### config.mk
export PLATFORM = sky130hd
export DESIGN_NAME = data_cache_top
export DESIGN_NICKNAME = d
export VERILOG_FILES = /design/src/verilog/cache_pkg.sv /design/src/verilog/cache_ctrl.sv /design/src/verilog/cache_word.sv /design/src/verilog/cache_gather.sv /design/src/verilog/data_cache_top.sv
export VERILOG_INCLUDE_DIRS = /design/src /design/src/include
export SDC_FILE = /design/constraint.sdc
export NUM_CORES = 1
export LEC_CHECK = 0
export ABC_AREA = 1
export ABC_CLOCK_PERIOD_IN_PS = 2200
export BUFFER_PORTS_ARGS = -buffer_cell sky130_fd_sc_hd__buf_2
export CAP_MARGIN = 20
export CORE_AREA = 4 4 148 292
export DETAILED_ROUTE_END_ITERATION = 16
export DIE_AREA = 0 0 152 296
export PLACE_DENSITY = 0.75
export REMOVE_ABC_BUFFERS = 1
export SYNTH_ARGS = -nofsm -noshare
export SYNTH_HDL_FRONTEND = slang
export SYNTH_SLANG_ARGS = --single-unit
### constraint.sdc
create_clock -name clk -period 2.2 [get_ports clk]
set_input_delay 0.11 -clock clk [delete_from_list [all_inputs] [get_ports clk]]
set_output_delay 0.11 -clock clk [all_outputs]
set_load 0.02 [all_outputs]
### src/include/cache_params.svh
`ifndef CACHE_PARAMS_SVH
`define CACHE_PARAMS_SVH

// one line of the cache.
`define LINE_WORDS      16
`define WORD_W          16

// bit index in a word, word index in the line.
`define COL_W           4

`define HOST_ADDR_W     16
`define MEM_ADDR_W      28

// ddr is addressed at 8x the word address.
`define MEM_ADDR_SHIFT  3

`endif

### src/verilog/cache_pkg.sv
`include "cache_params.svh"

package cache_pkg;

    typedef enum logic [2:0] {
        cmd_none      = 3'd0,
        cmd_row_load  = 3'd1,
        cmd_row_store = 3'd2,
        cmd_col_load  = 3'd3,
        cmd_col_store = 3'd4,
        cmd_flush     = 3'd5
    } cache_cmd_e;

    typedef struct packed {
        logic                       valid;
        cache_cmd_e                 cmd;
        logic [`HOST_ADDR_W-1:0]    addr;    // word address.
        logic [`COL_W-1:0]          col;     // bit index for column access.
        logic [`WORD_W-1:0]         wdata;   // row word or column vector.
    } host_req_t;

    typedef struct packed {
        logic                       rdy;     // one cycle per command.
        logic [`WORD_W-1:0]         rdata;
    } host_rsp_t;

    typedef struct packed {
        logic                       rd_req;
        logic                       wr_req;
        logic [`MEM_ADDR_W-1:0]     addr;
    } mem_req_t;

    // broadcast to every line word and to the gather stage.
    typedef struct packed {
        logic                       row_we;
        logic                       col_we;
        logic [`COL_W-1:0]          row_sel;
        logic [`COL_W-1:0]          col_sel;
        logic [`WORD_W-1:0]         row_data;
        logic [`WORD_W-1:0]         col_data;
        logic                       cap_row;
        logic                       cap_col;
        logic                       cap_wb;
    } word_op_t;

    typedef logic [`LINE_WORDS-1:0][`WORD_W-1:0] line_t;

endpackage

### src/verilog/cache_ctrl.sv
`timescale 1ns/1ps
`include "cache_params.svh"

module cache_ctrl (
    input  logic                    clk,
    input  logic                    rst,
    input  cache_pkg::host_req_t    host_req,
    output logic                    host_rsp,    // ready pulse only.
    output cache_pkg::mem_req_t     mem_req,
    input  logic                    mem_rvalid,
    input  logic [`WORD_W-1:0]      mem_rdata,
    output logic                    mem_wvalid,
    input  logic                    mem_wready,
    output cache_pkg::word_op_t     word_op
);

    import cache_pkg::*;

    localparam int TAG_W = `HOST_ADDR_W - `COL_W;
    localparam logic [`COL_W-1:0] LAST_BEAT = `COL_W'(`LINE_WORDS - 1);

    typedef enum logic [2:0] {
        st_idle,
        st_lookup,
        st_wb,
        st_fill,
        st_respond
    } state_e;

    state_e             state;
    logic [TAG_W-1:0]   tag;
    logic               line_valid;
    logic               dirty;
    logic [`COL_W-1:0]  beat_cnt;
    logic               wb_pend;     // beat captured, waiting on wready.

    logic [TAG_W-1:0]   req_line;
    logic [TAG_W-1:0]   mem_line;
    logic               need_line;
    logic               is_store;
    logic               hit;

    assign req_line  = host_req.addr[`HOST_ADDR_W-1:`COL_W];
    assign is_store  = (host_req.cmd == cmd_row_store) || (host_req.cmd == cmd_col_store);
    assign need_line = is_store || (host_req.cmd == cmd_row_load) ||
                       (host_req.cmd == cmd_col_load);
    assign hit       = line_valid && (tag == req_line);

    // write-back goes to the old line, fill to the requested one.
    assign mem_line = (state == st_wb) ? tag : req_line;

    always_comb
    begin
        host_rsp       = (state == st_respond);
        mem_req.rd_req = (state == st_fill);
        mem_req.wr_req = (state == st_wb);
        mem_req.addr   = `MEM_ADDR_W'({mem_line, {`COL_W{1'b0}}}) << `MEM_ADDR_SHIFT;
        mem_wvalid     = (state == st_wb) && wb_pend;
    end

    always_comb
    begin
        word_op          = '0;
        word_op.row_sel  = host_req.addr[`COL_W-1:0];
        word_op.col_sel  = host_req.col;
        word_op.row_data = host_req.wdata;
        word_op.col_data = host_req.wdata;
        case (state)
            st_lookup:
            begin
                if (hit)
                begin
                    word_op.cap_row = (host_req.cmd == cmd_row_load);
                    word_op.row_we  = (host_req.cmd == cmd_row_store);
                    word_op.cap_col = (host_req.cmd == cmd_col_load);
                    word_op.col_we  = (host_req.cmd == cmd_col_store);
                end
            end
            st_fill:
            begin
                word_op.row_sel  = beat_cnt;
                word_op.row_data = mem_rdata;
                word_op.row_we   = mem_rvalid;
            end
            st_wb:
            begin
                word_op.row_sel = beat_cnt;
                word_op.cap_wb  = !wb_pend;    // next beat only after the last was taken.
            end
            default:
            begin
            end
        endcase
    end

    always_ff @(posedge clk or negedge rst)
    begin
        if (!rst)
        begin
            state      <= st_idle;
            tag        <= '0;
            line_valid <= 1'b0;
            dirty      <= 1'b0;
            beat_cnt   <= '0;
            wb_pend    <= 1'b0;
        end
        else
        begin
            case (state)
                st_idle:
                begin
                    if (host_req.valid)
                        state <= st_lookup;
                end
                st_lookup:
                begin
                    if (host_req.cmd == cmd_flush)
                        state <= (line_valid && dirty) ? st_wb : st_respond;
                    else if (need_line && !hit)
                        state <= (line_valid && dirty) ? st_wb : st_fill;
                    else
                    begin
                        if (is_store)
                            dirty <= 1'b1;
                        state <= st_respond;
                    end
                end
                st_wb:
                begin
                    if (!wb_pend)
                        wb_pend <= 1'b1;
                    else if (mem_wready)
                    begin
                        wb_pend  <= 1'b0;
                        beat_cnt <= beat_cnt + 1'b1;
                        if (beat_cnt == LAST_BEAT)
                        begin
                            dirty <= 1'b0;
                            state <= (host_req.cmd == cmd_flush) ? st_respond : st_fill;
                        end
                    end
                end
                st_fill:
                begin
                    if (mem_rvalid)
                    begin
                        beat_cnt <= beat_cnt + 1'b1;
                        if (beat_cnt == LAST_BEAT)
                        begin
                            tag        <= req_line;
                            line_valid <= 1'b1;
                            dirty      <= 1'b0;
                            state      <= st_lookup;    // replay as a hit.
                        end
                    end
                end
                st_respond:
                    state <= st_idle;
                default:
                    state <= st_idle;
            endcase
        end
    end

    a_no_rd_wr_overlap: assert property (@(posedge clk) disable iff (!rst)
        !(mem_req.rd_req && mem_req.wr_req));

endmodule

### src/verilog/cache_word.sv
`timescale 1ns/1ps
`include "cache_params.svh"

module cache_word (
    input  logic                    clk,
    input  logic                    rst,
    input  logic [`COL_W-1:0]       idx,
    input  cache_pkg::word_op_t     word_op,
    output logic [`WORD_W-1:0]      word
);

    import cache_pkg::*;

    logic row_hit;

    assign row_hit = word_op.row_we && (word_op.row_sel == idx);

    always_ff @(posedge clk)
    begin
        if (row_hit)
            word <= word_op.row_data;
        else if (word_op.col_we)
            word[word_op.col_sel] <= word_op.col_data[idx];    // own bit of the column.
    end

    // the controller never mixes both write kinds in one cycle.
    a_one_write_kind: assert property (@(posedge clk) disable iff (!rst)
        !(word_op.row_we && word_op.col_we));

endmodule

### src/verilog/cache_gather.sv
`timescale 1ns/1ps
`include "cache_params.svh"

module cache_gather (
    input  logic                    clk,
    input  logic                    rst,
    input  cache_pkg::word_op_t     word_op,
    input  cache_pkg::line_t        line,
    output logic [`WORD_W-1:0]      rdata,
    output logic [`WORD_W-1:0]      wb_data
);

    import cache_pkg::*;

    logic [`WORD_W-1:0] col_vec;

    // bit j comes from word j.
    always_comb
    begin
        for (int j = 0; j < `LINE_WORDS; j++)
        begin
            col_vec[j] = line[j][word_op.col_sel];
        end
    end

    always_ff @(posedge clk)
    begin
        if (word_op.cap_row)
            rdata <= line[word_op.row_sel];
        else if (word_op.cap_col)
            rdata <= col_vec;
    end

    // held stable while ddr stalls the beat.
    always_ff @(posedge clk)
    begin
        if (word_op.cap_wb)
            wb_data <= line[word_op.row_sel];
    end

    a_single_capture: assert property (@(posedge clk) disable iff (!rst)
        $onehot0({word_op.cap_row, word_op.cap_col, word_op.cap_wb}));

endmodule

### src/verilog/data_cache_top.sv
`timescale 1ns/1ps
`include "cache_params.svh"

module data_cache_top (
    input  logic                    clk,
    input  logic                    rst,
    input  cache_pkg::host_req_t    host_req,
    output cache_pkg::host_rsp_t    host_rsp,
    output cache_pkg::mem_req_t     mem_req,
    input  logic                    mem_rvalid,
    input  logic [`WORD_W-1:0]      mem_rdata,
    output logic                    mem_wvalid,
    input  logic                    mem_wready,
    output logic [`WORD_W-1:0]      mem_wdata
);

    import cache_pkg::*;

    word_op_t   word_op;
    line_t      line;

    cache_ctrl u_ctrl (
        .clk        (clk),
        .rst        (rst),
        .host_req   (host_req),
        .host_rsp   (host_rsp.rdy),
        .mem_req    (mem_req),
        .mem_rvalid (mem_rvalid),
        .mem_rdata  (mem_rdata),
        .mem_wvalid (mem_wvalid),
        .mem_wready (mem_wready),
        .word_op    (word_op)
    );

    for (genvar i = 0; i < `LINE_WORDS; i++)
    begin : g_word
        cache_word u_word (
            .clk     (clk),
            .rst     (rst),
            .idx     (`COL_W'(i)),
            .word_op (word_op),
            .word    (line[i])
        );
    end

    cache_gather u_gather (
        .clk     (clk),
        .rst     (rst),
        .word_op (word_op),
        .line    (line),
        .rdata   (host_rsp.rdata),
        .wb_data (mem_wdata)
    );

endmodule

==> summary by stage, run 1 <==
Status
The flow ran to the end, but the final reports show violations. The final reports fail on hold timing, setup timing.

Setup path
The most critical setup path has its endpoint at g_word[8].u_word.word[11]$_DFFE_PP_. The startpoint-to-endpoint class of the critical path is reg -> reg. Tracing the worst setup path back leads to its startpoint at u_ctrl.state[2]$_DFFE_PN0P_.

In this run the critical register-to-register path is launched from u_ctrl.state[2]$_DFFE_PN0P_. The internal reg-to-reg setup slack is -60 ps. At the worst endpoint, the arrival time is 2570 ps. STA classifies the critical path startpoint as a flip-flop.

In this design, the stage delay of the slowest critical-path cell is 400 ps. The kind of cell with the highest combined delay on the critical path is buffers and inverters. The count of buffer and inverter cells on the critical path is 5. The slowest cell on the critical path is dfrtp_1. STA classifies the critical path endpoint as a flip-flop. The worst register-to-register path ends at g_word[8].u_word.word[11]$_DFFE_PP_. The number of cells on the worst reg-to-reg path is 11.

For the worst setup path, the data required time is 2510 ps. The peak fanout along the critical path is 16. The number of cells on the critical path is 11. Walking the worst path, the cells encountered are buf_4 -> nor2_4 -> or2_4 -> o21ai_4 -> buf_6 -> nor2_8 -> buf_6 -> buf_12 -> nand3_2 -> buf_12 -> nand2_1.

Synth
The sequential area share after synthesis is 0.4130. The fraction of registers with async set/reset is 0.07097. The combined area of all synthesized cells is 22270 µm². The register bit total from synthesis is just over 300. The number of enable-type register cells in the synthesized netlist is 288.

The number of instances in the synthesized netlist is roughly 3300. The commonest register cell after synthesis is edfxtp_1. The Yosys warning count is 0.

Counting distinct cell types in the post-synthesis netlist gives 40. The synthesized area per cell is 6.722 µm².

Cells and area
The number of antenna repair diodes is 0. The area overhead of the layout relative to synthesis is 22.54%. The finished cells cover 27290 µm². The number of fill cells is 3502. The final layout net count is 3568. For this run, the share of the core covered by cells in the final layout is 0.6658. The final cell count without fillers is 4066. The area of all sequential standard cells is 9201 µm². In the final layout, the share of cells above drive strength 1 is 0.1614. The multi-input combinational cells in the finished layout cover a total of 11940 µm².

Timing
The final setup violation count is 267. The worst pin sits at a relative slew slack of 0.4266. The upper clock frequency limit is 441.8 MHz.

The final worst slack is -63.41 ps. The final clock period utilization by the worst path is 1.029. The count of pins over their slew limit is 0. Hold timing on the final database bottoms out at a slack of -0.2038 ps. Across the routed clock network, the largest skew measured is approximately 28 ps. The final critical path time including I/O delays and setup is 2263 ps. Setup repair after global routing could not meet its margin everywhere. The pin slew with the least headroom to its limit is 859.2 ps. The count of endpoints failing hold in the final timing report came to 1.

Global routing
For this run, the total global-route usage over all layers was measured as 0.4027. The number of antenna violations at the first check in global routing was 3. The leftover overflow at the end of global routing is 0. The via count of the first global-routing pass was around 24000.

The maximum number of pins on one net before global-route repair is 77. The first global-routing pass estimated 138.1 mm of wire.

Detailed routing
The final routed wirelength across all metal layers is 97.27 mm. In the routed design, unresolved DRC markers number 0. After detailed routing, the number of vias per cell comes to 6.208. After the first detailed-routing iteration, the DRC count stood at about 3300.

The number of detailed-routing iterations run before antenna repair is 14. Summing over every cut layer, the via total after detailed routing is ~25000. The post-route antenna net violation count is 0. After detailed routing, the average wire length per cell comes to 23.92 µm.

Power and ir drop
In this run the power density over the cells is between 1000 and 1500 nW/µm². The leakage power figure is 14.71 nW. VDD sags by at most about 860 µV.

Clock tree
Clock tree synthesis found a total of 310 sinks. TritonCTS built the clock tree. The cell at the root of the clock tree is clkbuf_16. The latest clock arrival within the worst-skew pair is 610 ps.

The CTS H-tree depth is 1. Clock tree synthesis inserted a total of 31 buffers. After clock tree synthesis, the clock-pin slew on the worst setup and hold paths is 70 ps. In this run the deepest clock path goes through 3 buffers.

Flow run
The tool flagged a number of max-cap violations equal to 0.

Floorplanning
The vertical die dimension is 296 µm. The area enclosed by the die boundary is 44990 µm². The row count is 105. The x dimension of the die is 152 µm. The initial utilization of the core area, before any placement, comes to 0.5433. The core box area is approximately 40000 µm².

124 I/O pins were placed.

Placement
The number of port buffers is 107. The global placement routability congestion is roughly 0.97. The number of placed instances, taps included, is 3945. The placed cell area is approximately 25000 µm².

Before CTS, the worst setup slack after placement is -380.8 ps. After legalization and detailed placement, the total HPWL measured 68.00 mm.

Hold path
The class of the most critical hold timing path is in -> reg.
## worst register-to-register path: cells and delay by family (launching register included)
family          cells  cell delay [ps]
flops               1              400
compound gates      1               80
simple gates        5              720
buf+inv             5              760
## metal layers
layer / global-route usage / vias up / part of all wire
met5: 0 / - / 0
met4: 0.3747 / 0 / 0.13
met3: 0.06235 / 710 / 0.11
met2: 0.6925 / 2171 / 0.47
met1: 0.4188 / 11332 / 0.29
li1: - / 11028 / -
## through the flow
stage	setup TNS [ps]	power (mW)
floorplan	-1587150	17.79
global placement	-4210	25.64
detailed placement	-13230	25.92
CTS	-442.4	32.21
global route	-32270	35.93
finish	-7265	34.67
## repair_timing
action / 4_1_cts / 5_1_grt
setup buffers: 6 / 23
gates cloned: 3 / 15
pin swaps: 7 / 23
endpoints found under the setup margin: 380 / 529
hold buffers: 17 / 0
resized for setup: 27 / 135
endpoints found under the hold margin: 38 / 0
## power by group
| part | switching [mW] | internal, mW |
|---|---|---|
| logic | 14.1 | 7.11 |
| clock network | 2.58 | 3.18 |
| registers | 0.388 | 7.35 |
## cells in the final DEF (no fill, tap or decap), types with 3 or more instances in the layout
master and count:
nand2_1 1697, nand3_1 300, nor2_1 299, edfxtp_1 288
buf_4 154, buf_2 107, a22oi_1 102, buf_12 68
inv_1 67, nand4_1 50, nand2_2 44, clkbuf_16 44
o21ai_0 37, o21ai_1 28, buf_6 21, nand2_4 20
clkinv_1 20, dfrtp_1 20, nor2_8 17, dlygate4sd3_1 17
conb_1 16, nor2_4 13, inv_2 11, nand3_2 7
o21ai_2 7, nand2_8 6, clkinv_2 5, clkinvlp_4 5
bufinv_16 5, inv_6 4, inv_4 4, clkinv_4 4
buf_8 4, nor2_2 3, nor3_1 3, a21oi_1 3
clkbuf_1 3, buf_16 3
## registers in the layout, indices dropped and copies added, names as in the netlist
register	flops
u_ctrl.state	3
u_ctrl.line_valid	1
u_ctrl.tag	12
u_gather.rdata	16
g_word.u_word.word	256
u_ctrl.beat_cnt	4
u_ctrl.dirty	1
u_ctrl.wb_pend	1
u_gather.wb_data	16
## worst min-delay path by stage
stage	slack, ps	end	from	cells after the start
6_report	-0.2	u_ctrl.beat_cnt[2]$_DFFE_PN0P_	mem_rvalid	5
5_1_grt	40	u_ctrl.beat_cnt[2]$_DFFE_PN0P_	mem_rvalid	5
4_1_cts	5	u_ctrl.beat_cnt[2]$_DFFE_PN0P_	mem_rvalid	5
3_5_place_dp	130	u_ctrl.state[0]$_DFFE_PN0P_	rst	1
3_3_place_gp	130	u_ctrl.state[0]$_DFFE_PN0P_	rst	1
2_1_floorplan	-190	u_ctrl.beat_cnt[0]$_DFFE_PN0P_	rst	0
## cells in the mapped netlist (3+ instances only)
cell type  instances  area share
a22oi_1          102       0.034
inv_4              8      0.0022
nor2_4             7      0.0035
inv_1             72       0.012
nor2_1           307       0.052
nand3_2            7      0.0031
dfrtp_1           22       0.025
nand4_1           50       0.014
inv_2              8      0.0013
clkbuf_1          84       0.014
a21oi_1            3     0.00067
o21ai_0           51       0.011
buf_2            123       0.028
clkinv_1          16      0.0027
buf_1             11      0.0019
buf_4             25      0.0084
nand3_1          302       0.068
nor2_8            17       0.015
o21ai_1           20      0.0045
nor3_1             3     0.00067
nand2_1         1738        0.29
nand2_2           26      0.0073
edfxtp_1         288        0.39
## layout make-up
class                   count  area share
inverters                 104     0.01595
flip-flops and latches    310      0.3372
clock buffers              34     0.02884
multi-input cells        2671      0.4376
clock inverters            23    0.009628
well taps                 535     0.02453
repair buffers            389      0.1463
## kinds of logic (layout without fill, tap and decap cells)
group           count (synthesis)  count (layout)  synth area share
buf+inv                       348             550           0.07101
xor+xnor                        4               4          0.001573
simple gates                 2468            2469            0.4605
other cells                     1              16         0.0001684
flops                         310             310            0.4130
compound gates                181             181           0.05320
fa+ha+maj                       1               1         0.0005617
Power figures use the tool's default switching activity.
==> run 2, diff against run 1 <==
--- a/config.mk
+++ b/config.mk
@@ -7,10 +7,10 @@
 export NUM_CORES = 1
 export LEC_CHECK = 0
 export ABC_AREA = 1
-export ABC_CLOCK_PERIOD_IN_PS = 2200
 export BUFFER_PORTS_ARGS = -buffer_cell sky130_fd_sc_hd__buf_2
 export CAP_MARGIN = 20
 export CORE_AREA = 4 4 148 292
+export CTS_BUF_LIST = sky130_fd_sc_hd__clkbuf_4 sky130_fd_sc_hd__clkbuf_8 sky130_fd_sc_hd__clkbuf_16
 export DETAILED_ROUTE_END_ITERATION = 16
 export DIE_AREA = 0 0 152 296
 export PLACE_DENSITY = 0.75
==> summary by stage, run 2 (synthesis results as in run 1) <==
Cells and area
The area of all sequential standard cells is 9200 µm² (about the same). The top cell types in the final layout, fill and taps aside, are nand2_1 (1702), nor2_1 (300), nand3_1 (299), edfxtp_1 (288), buf_4 (152). The final cell count without fillers is 4053 (-0.32%). The leading cell type in the layout, fill and taps excluded is nand2_1.

The share of cells above drive strength 1 is 0.1563 (-0.005089). In the final layout, the registers with the most flip-flops are g_word.u_word.word (256), u_gather.rdata (16), u_gather.wb_data (16). The utilization of the core after routing was 0.6609 (-0.004915).

The final layout net count is 3555 (-0.36%). The post-route standard cell area excluding fillers is 27090 µm² (-0.74%). The number of flip-flops in the largest register is 256 (unchanged). The area occupied by multi-input gates is 11930 µm² (about the same). The register with the most flip-flops in the final layout is g_word.u_word.word. The number of antenna repair diodes came to 0 (unchanged). The number of fill cells is 3535 (+0.94%). The area growth from synthesis to layout is 21.63%.

Clock tree
The latest clock arrival within the worst-skew pair was 600 ps (about the same). The clock buffer count from CTS is 31 (unchanged). The cell at the root of the clock tree is clkbuf_16.

The CTS H-tree depth came to 1 (unchanged). The maximum buffer depth of the clock tree was 3 (unchanged). The clock input transition at the sequential cells of the worst setup and hold paths is 70 ps (about the same). The number of sinks driven by the clock tree is 310 (unchanged). The CTS tree is yes.

Setup path
Among the stages of the critical path, the cell type that occurs most often is nand2_2. The peak fanout along the critical path came to 8 (-8). The nature of the critical path startpoint is a flip-flop. The data arrival at the endpoint of the critical path was 2540 ps (-30 ps).

The count of buffer and inverter cells on the critical path is 4 (-1). The critical path required time was 2500 ps (about the same). The internal reg-to-reg setup slack is -40 ps (+20 ps).

The type of element capturing the critical path is a flip-flop. The signal on the critical path passes through inv_2 -> nand2_2 -> nand2_2 -> nor2_2 -> nand2_2 -> nor2_4 -> nand2_2 -> nor3_4 -> buf_6 -> buf_12 -> nand2_8 -> clkbuf_16 -> nand2_1. The biggest cell delay along the critical path is 420 ps (+20 ps).

The kind of cell with the highest combined delay on the critical path is simple AND/OR/NAND/NOR gates. The critical path is of the reg -> reg type. For this design, the slowest cell found on the critical path is dfrtp_1.

Timing
The upper clock frequency limit was 446.6 MHz (+1.1%). The final setup violation count is 88 (-67%). The count of endpoints failing hold in the final timing report is 0 (-1).

The aggregate negative setup slack came to -1054 ps (+6211 ps). The final critical path time including I/O delays and setup is 2239 ps (-24.51 ps). The final worst hold slack is 6.776 ps (+6.980 ps). The worst clock skew is 27.39 ps (-1.026 ps).

The final clock period utilization by the worst path is 1.018 (-0.01114). The remaining max-slew budget at the tightest pin is 0.4198 (-0.006838). The pin slew with the least headroom to its limit was 869.4 ps (+10.25 ps). Setup repair after global routing could not meet its margin everywhere. The count of pins over their slew limit is 0 (unchanged). The final worst slack is -38.90 ps (+24.51 ps).

Power and ir drop
The net switching component of the power came to 16.60 mW (-2.6%). The sum of internal, switching and leakage power is 33.73 mW (-2.7%). The internal portion of total power is 17.14 mW (-2.8%).

The leakage power figure is 14.69 nW (-0.14%). The power per cell area is 1245 nW/µm² (-2.0%). The clock network fraction of design power is 0.171 (+0.005). The fraction of power consumed by combinational cells was 0.600 (-0.011). The part of the power in registers is 0.229 (+0.006). The worst IR drop on VDD is 864.7 µV (+0.56%).

The switching share of total power was 0.4920 (+0.0005367).

Placement
The number of port buffers was 107 (unchanged). The global placement routability congestion is 0.9680 (unchanged). The placed wire-length estimate after detailed placement is 68.00 mm (unchanged). The worst slack at placement is -380.8 ps (unchanged). The cell count after placement came to 3945 (unchanged). The placed cell area is 24870 µm² (unchanged).

Global routing
The global-route wire length before repair came to 138.0 mm (about the same). The leftover overflow at the end of global routing was 0 (unchanged). The global-route usage over all layers is 0.4017 (-0.0009649). The met3 track demand over resource in global routing was 0.05973 (-0.002629). The met2 demand-to-capacity share in global routing is 0.6921 (about the same). The maximum number of pins on one net before global-route repair is 77 (unchanged). The global routing met1 resource utilization is 0.4198 (+0.001040). The number of antenna violations at the first check in global routing came to 3 (unchanged). The via count of the first global-routing pass is 24116 (+0.017%). met2 is the most crowded layer.

Flow run
The number of maximum-capacitance constraint violations is 0 (unchanged).

Detailed routing
The final routed wirelength across all metal layers is 96.20 mm (-1.1%). The number of detailed-routing iterations run before antenna repair was 8 (-6). The via-per-instance ratio is 6.172 (-0.58%). The number of vias in the routed layout is 25014 (-0.90%). The post-route antenna net violation count is 0 (unchanged). The number of DRC violations after detailed routing is 0 (unchanged). The number of DRC violations after detailed-routing iteration 0 was 3083 (-6.5%). The average routed wire per standard cell is 23.74 µm (-0.78%).

Floorplanning
The initial standard-cell utilization of the core is 0.5433 (unchanged). The x dimension of the die was 152 µm (unchanged). The vertical die dimension is 296 µm (unchanged).

The number of I/O pins is 124 (unchanged). The row count came to 105 (unchanged). The core box area is 40990 µm² (unchanged).

The area enclosed by the die boundary is 44990 µm² (unchanged).

Hold path
The path class of the tightest hold or removal check is in -> reg.

Status
The flow ran to the end, but the final reports show violations. The checks that failed: setup timing.
-- run 2: cell count changes in the layout (fill, tap and decap cells not counted), moves of 4 or more --
cell | previous run | this run
nand2_1 | 1697 | 1702
clkbuf_16 | 44 | 40
buf_6 | 21 | 17
o21ai_0 | 37 | 41
nand2_2 | 44 | 35
nand2_4 | 20 | 24
-- run 2: area by class of cell --
type	count	area share
Clock buffer	34	0.02947
Clock inverter	23	0.009699
Inverter	104	0.01570
Multi-Input combinational cell	2670	0.4405
Sequential cell	310	0.3396
Tap cell	535	0.02471
Timing Repair Buffer	377	0.1403
-- run 2: layer usage --
| layer | share of wire | vias to the layer above |
|---|---|---|
| met5 | 0 | - |
| met2 | 0.48 | 2083 |
| met3 | 0.11 | 668 |
| met1 | 0.29 | 11268 |
| met4 | 0.12 | 0 |
| li1 | - | 10995 |
-- run 2: power groups by stage --
stage | clock [mW] | sequential, mW | combinational (mW)
after floorplan | 0 | 7.92 | 9.86
after global placement | 0 | 7.80 | 17.8
after detailed placement | 0 | 7.82 | 18.1
after CTS | 5.73 | 7.71 | 18.8
after global routing | 5.97 | 7.77 | 21.3
final | 5.78 | 7.72 | 20.2
-- run 2: tightest hold or removal path: cells and delay by family --
family                    cells  cell delay, ps
xor gates and xnor gates      1              60
and+or+nand+nor               3             270
buffers and inverters         1             120
-- run 2: worst paths after layout --
check | from | endpoint | depth (start not counted)
max | u_ctrl.tag[8]$_DFFE_PN0P_ | g_word[10].u_word.word[8]$_DFFE_PP_ | 13
min | mem_rvalid | u_ctrl.beat_cnt[2]$_DFFE_PN0P_ | 5
max reg2reg | u_ctrl.tag[8]$_DFFE_PN0P_ | g_word[10].u_word.word[8]$_DFFE_PP_ | 13
min reg2reg | u_ctrl.tag[11]$_DFFE_PN0P_ | u_ctrl.tag[11]$_DFFE_PN0P_ | 2
max in group asynchronous | rst | u_ctrl.state[1]$_DFFE_PN0P_ | 2
min in group asynchronous | rst | u_ctrl.dirty$_DFFE_PN0P_ | 2
-- run 2: timing repair --
action,4_1_cts,5_1_grt
setup buffers,5,16
gates resized for setup,27,117
hold buffers,17,0
gates cloned,2,11
hold endpoints to repair,38,0
pin swaps,8,16
endpoints found under the setup margin,377,537
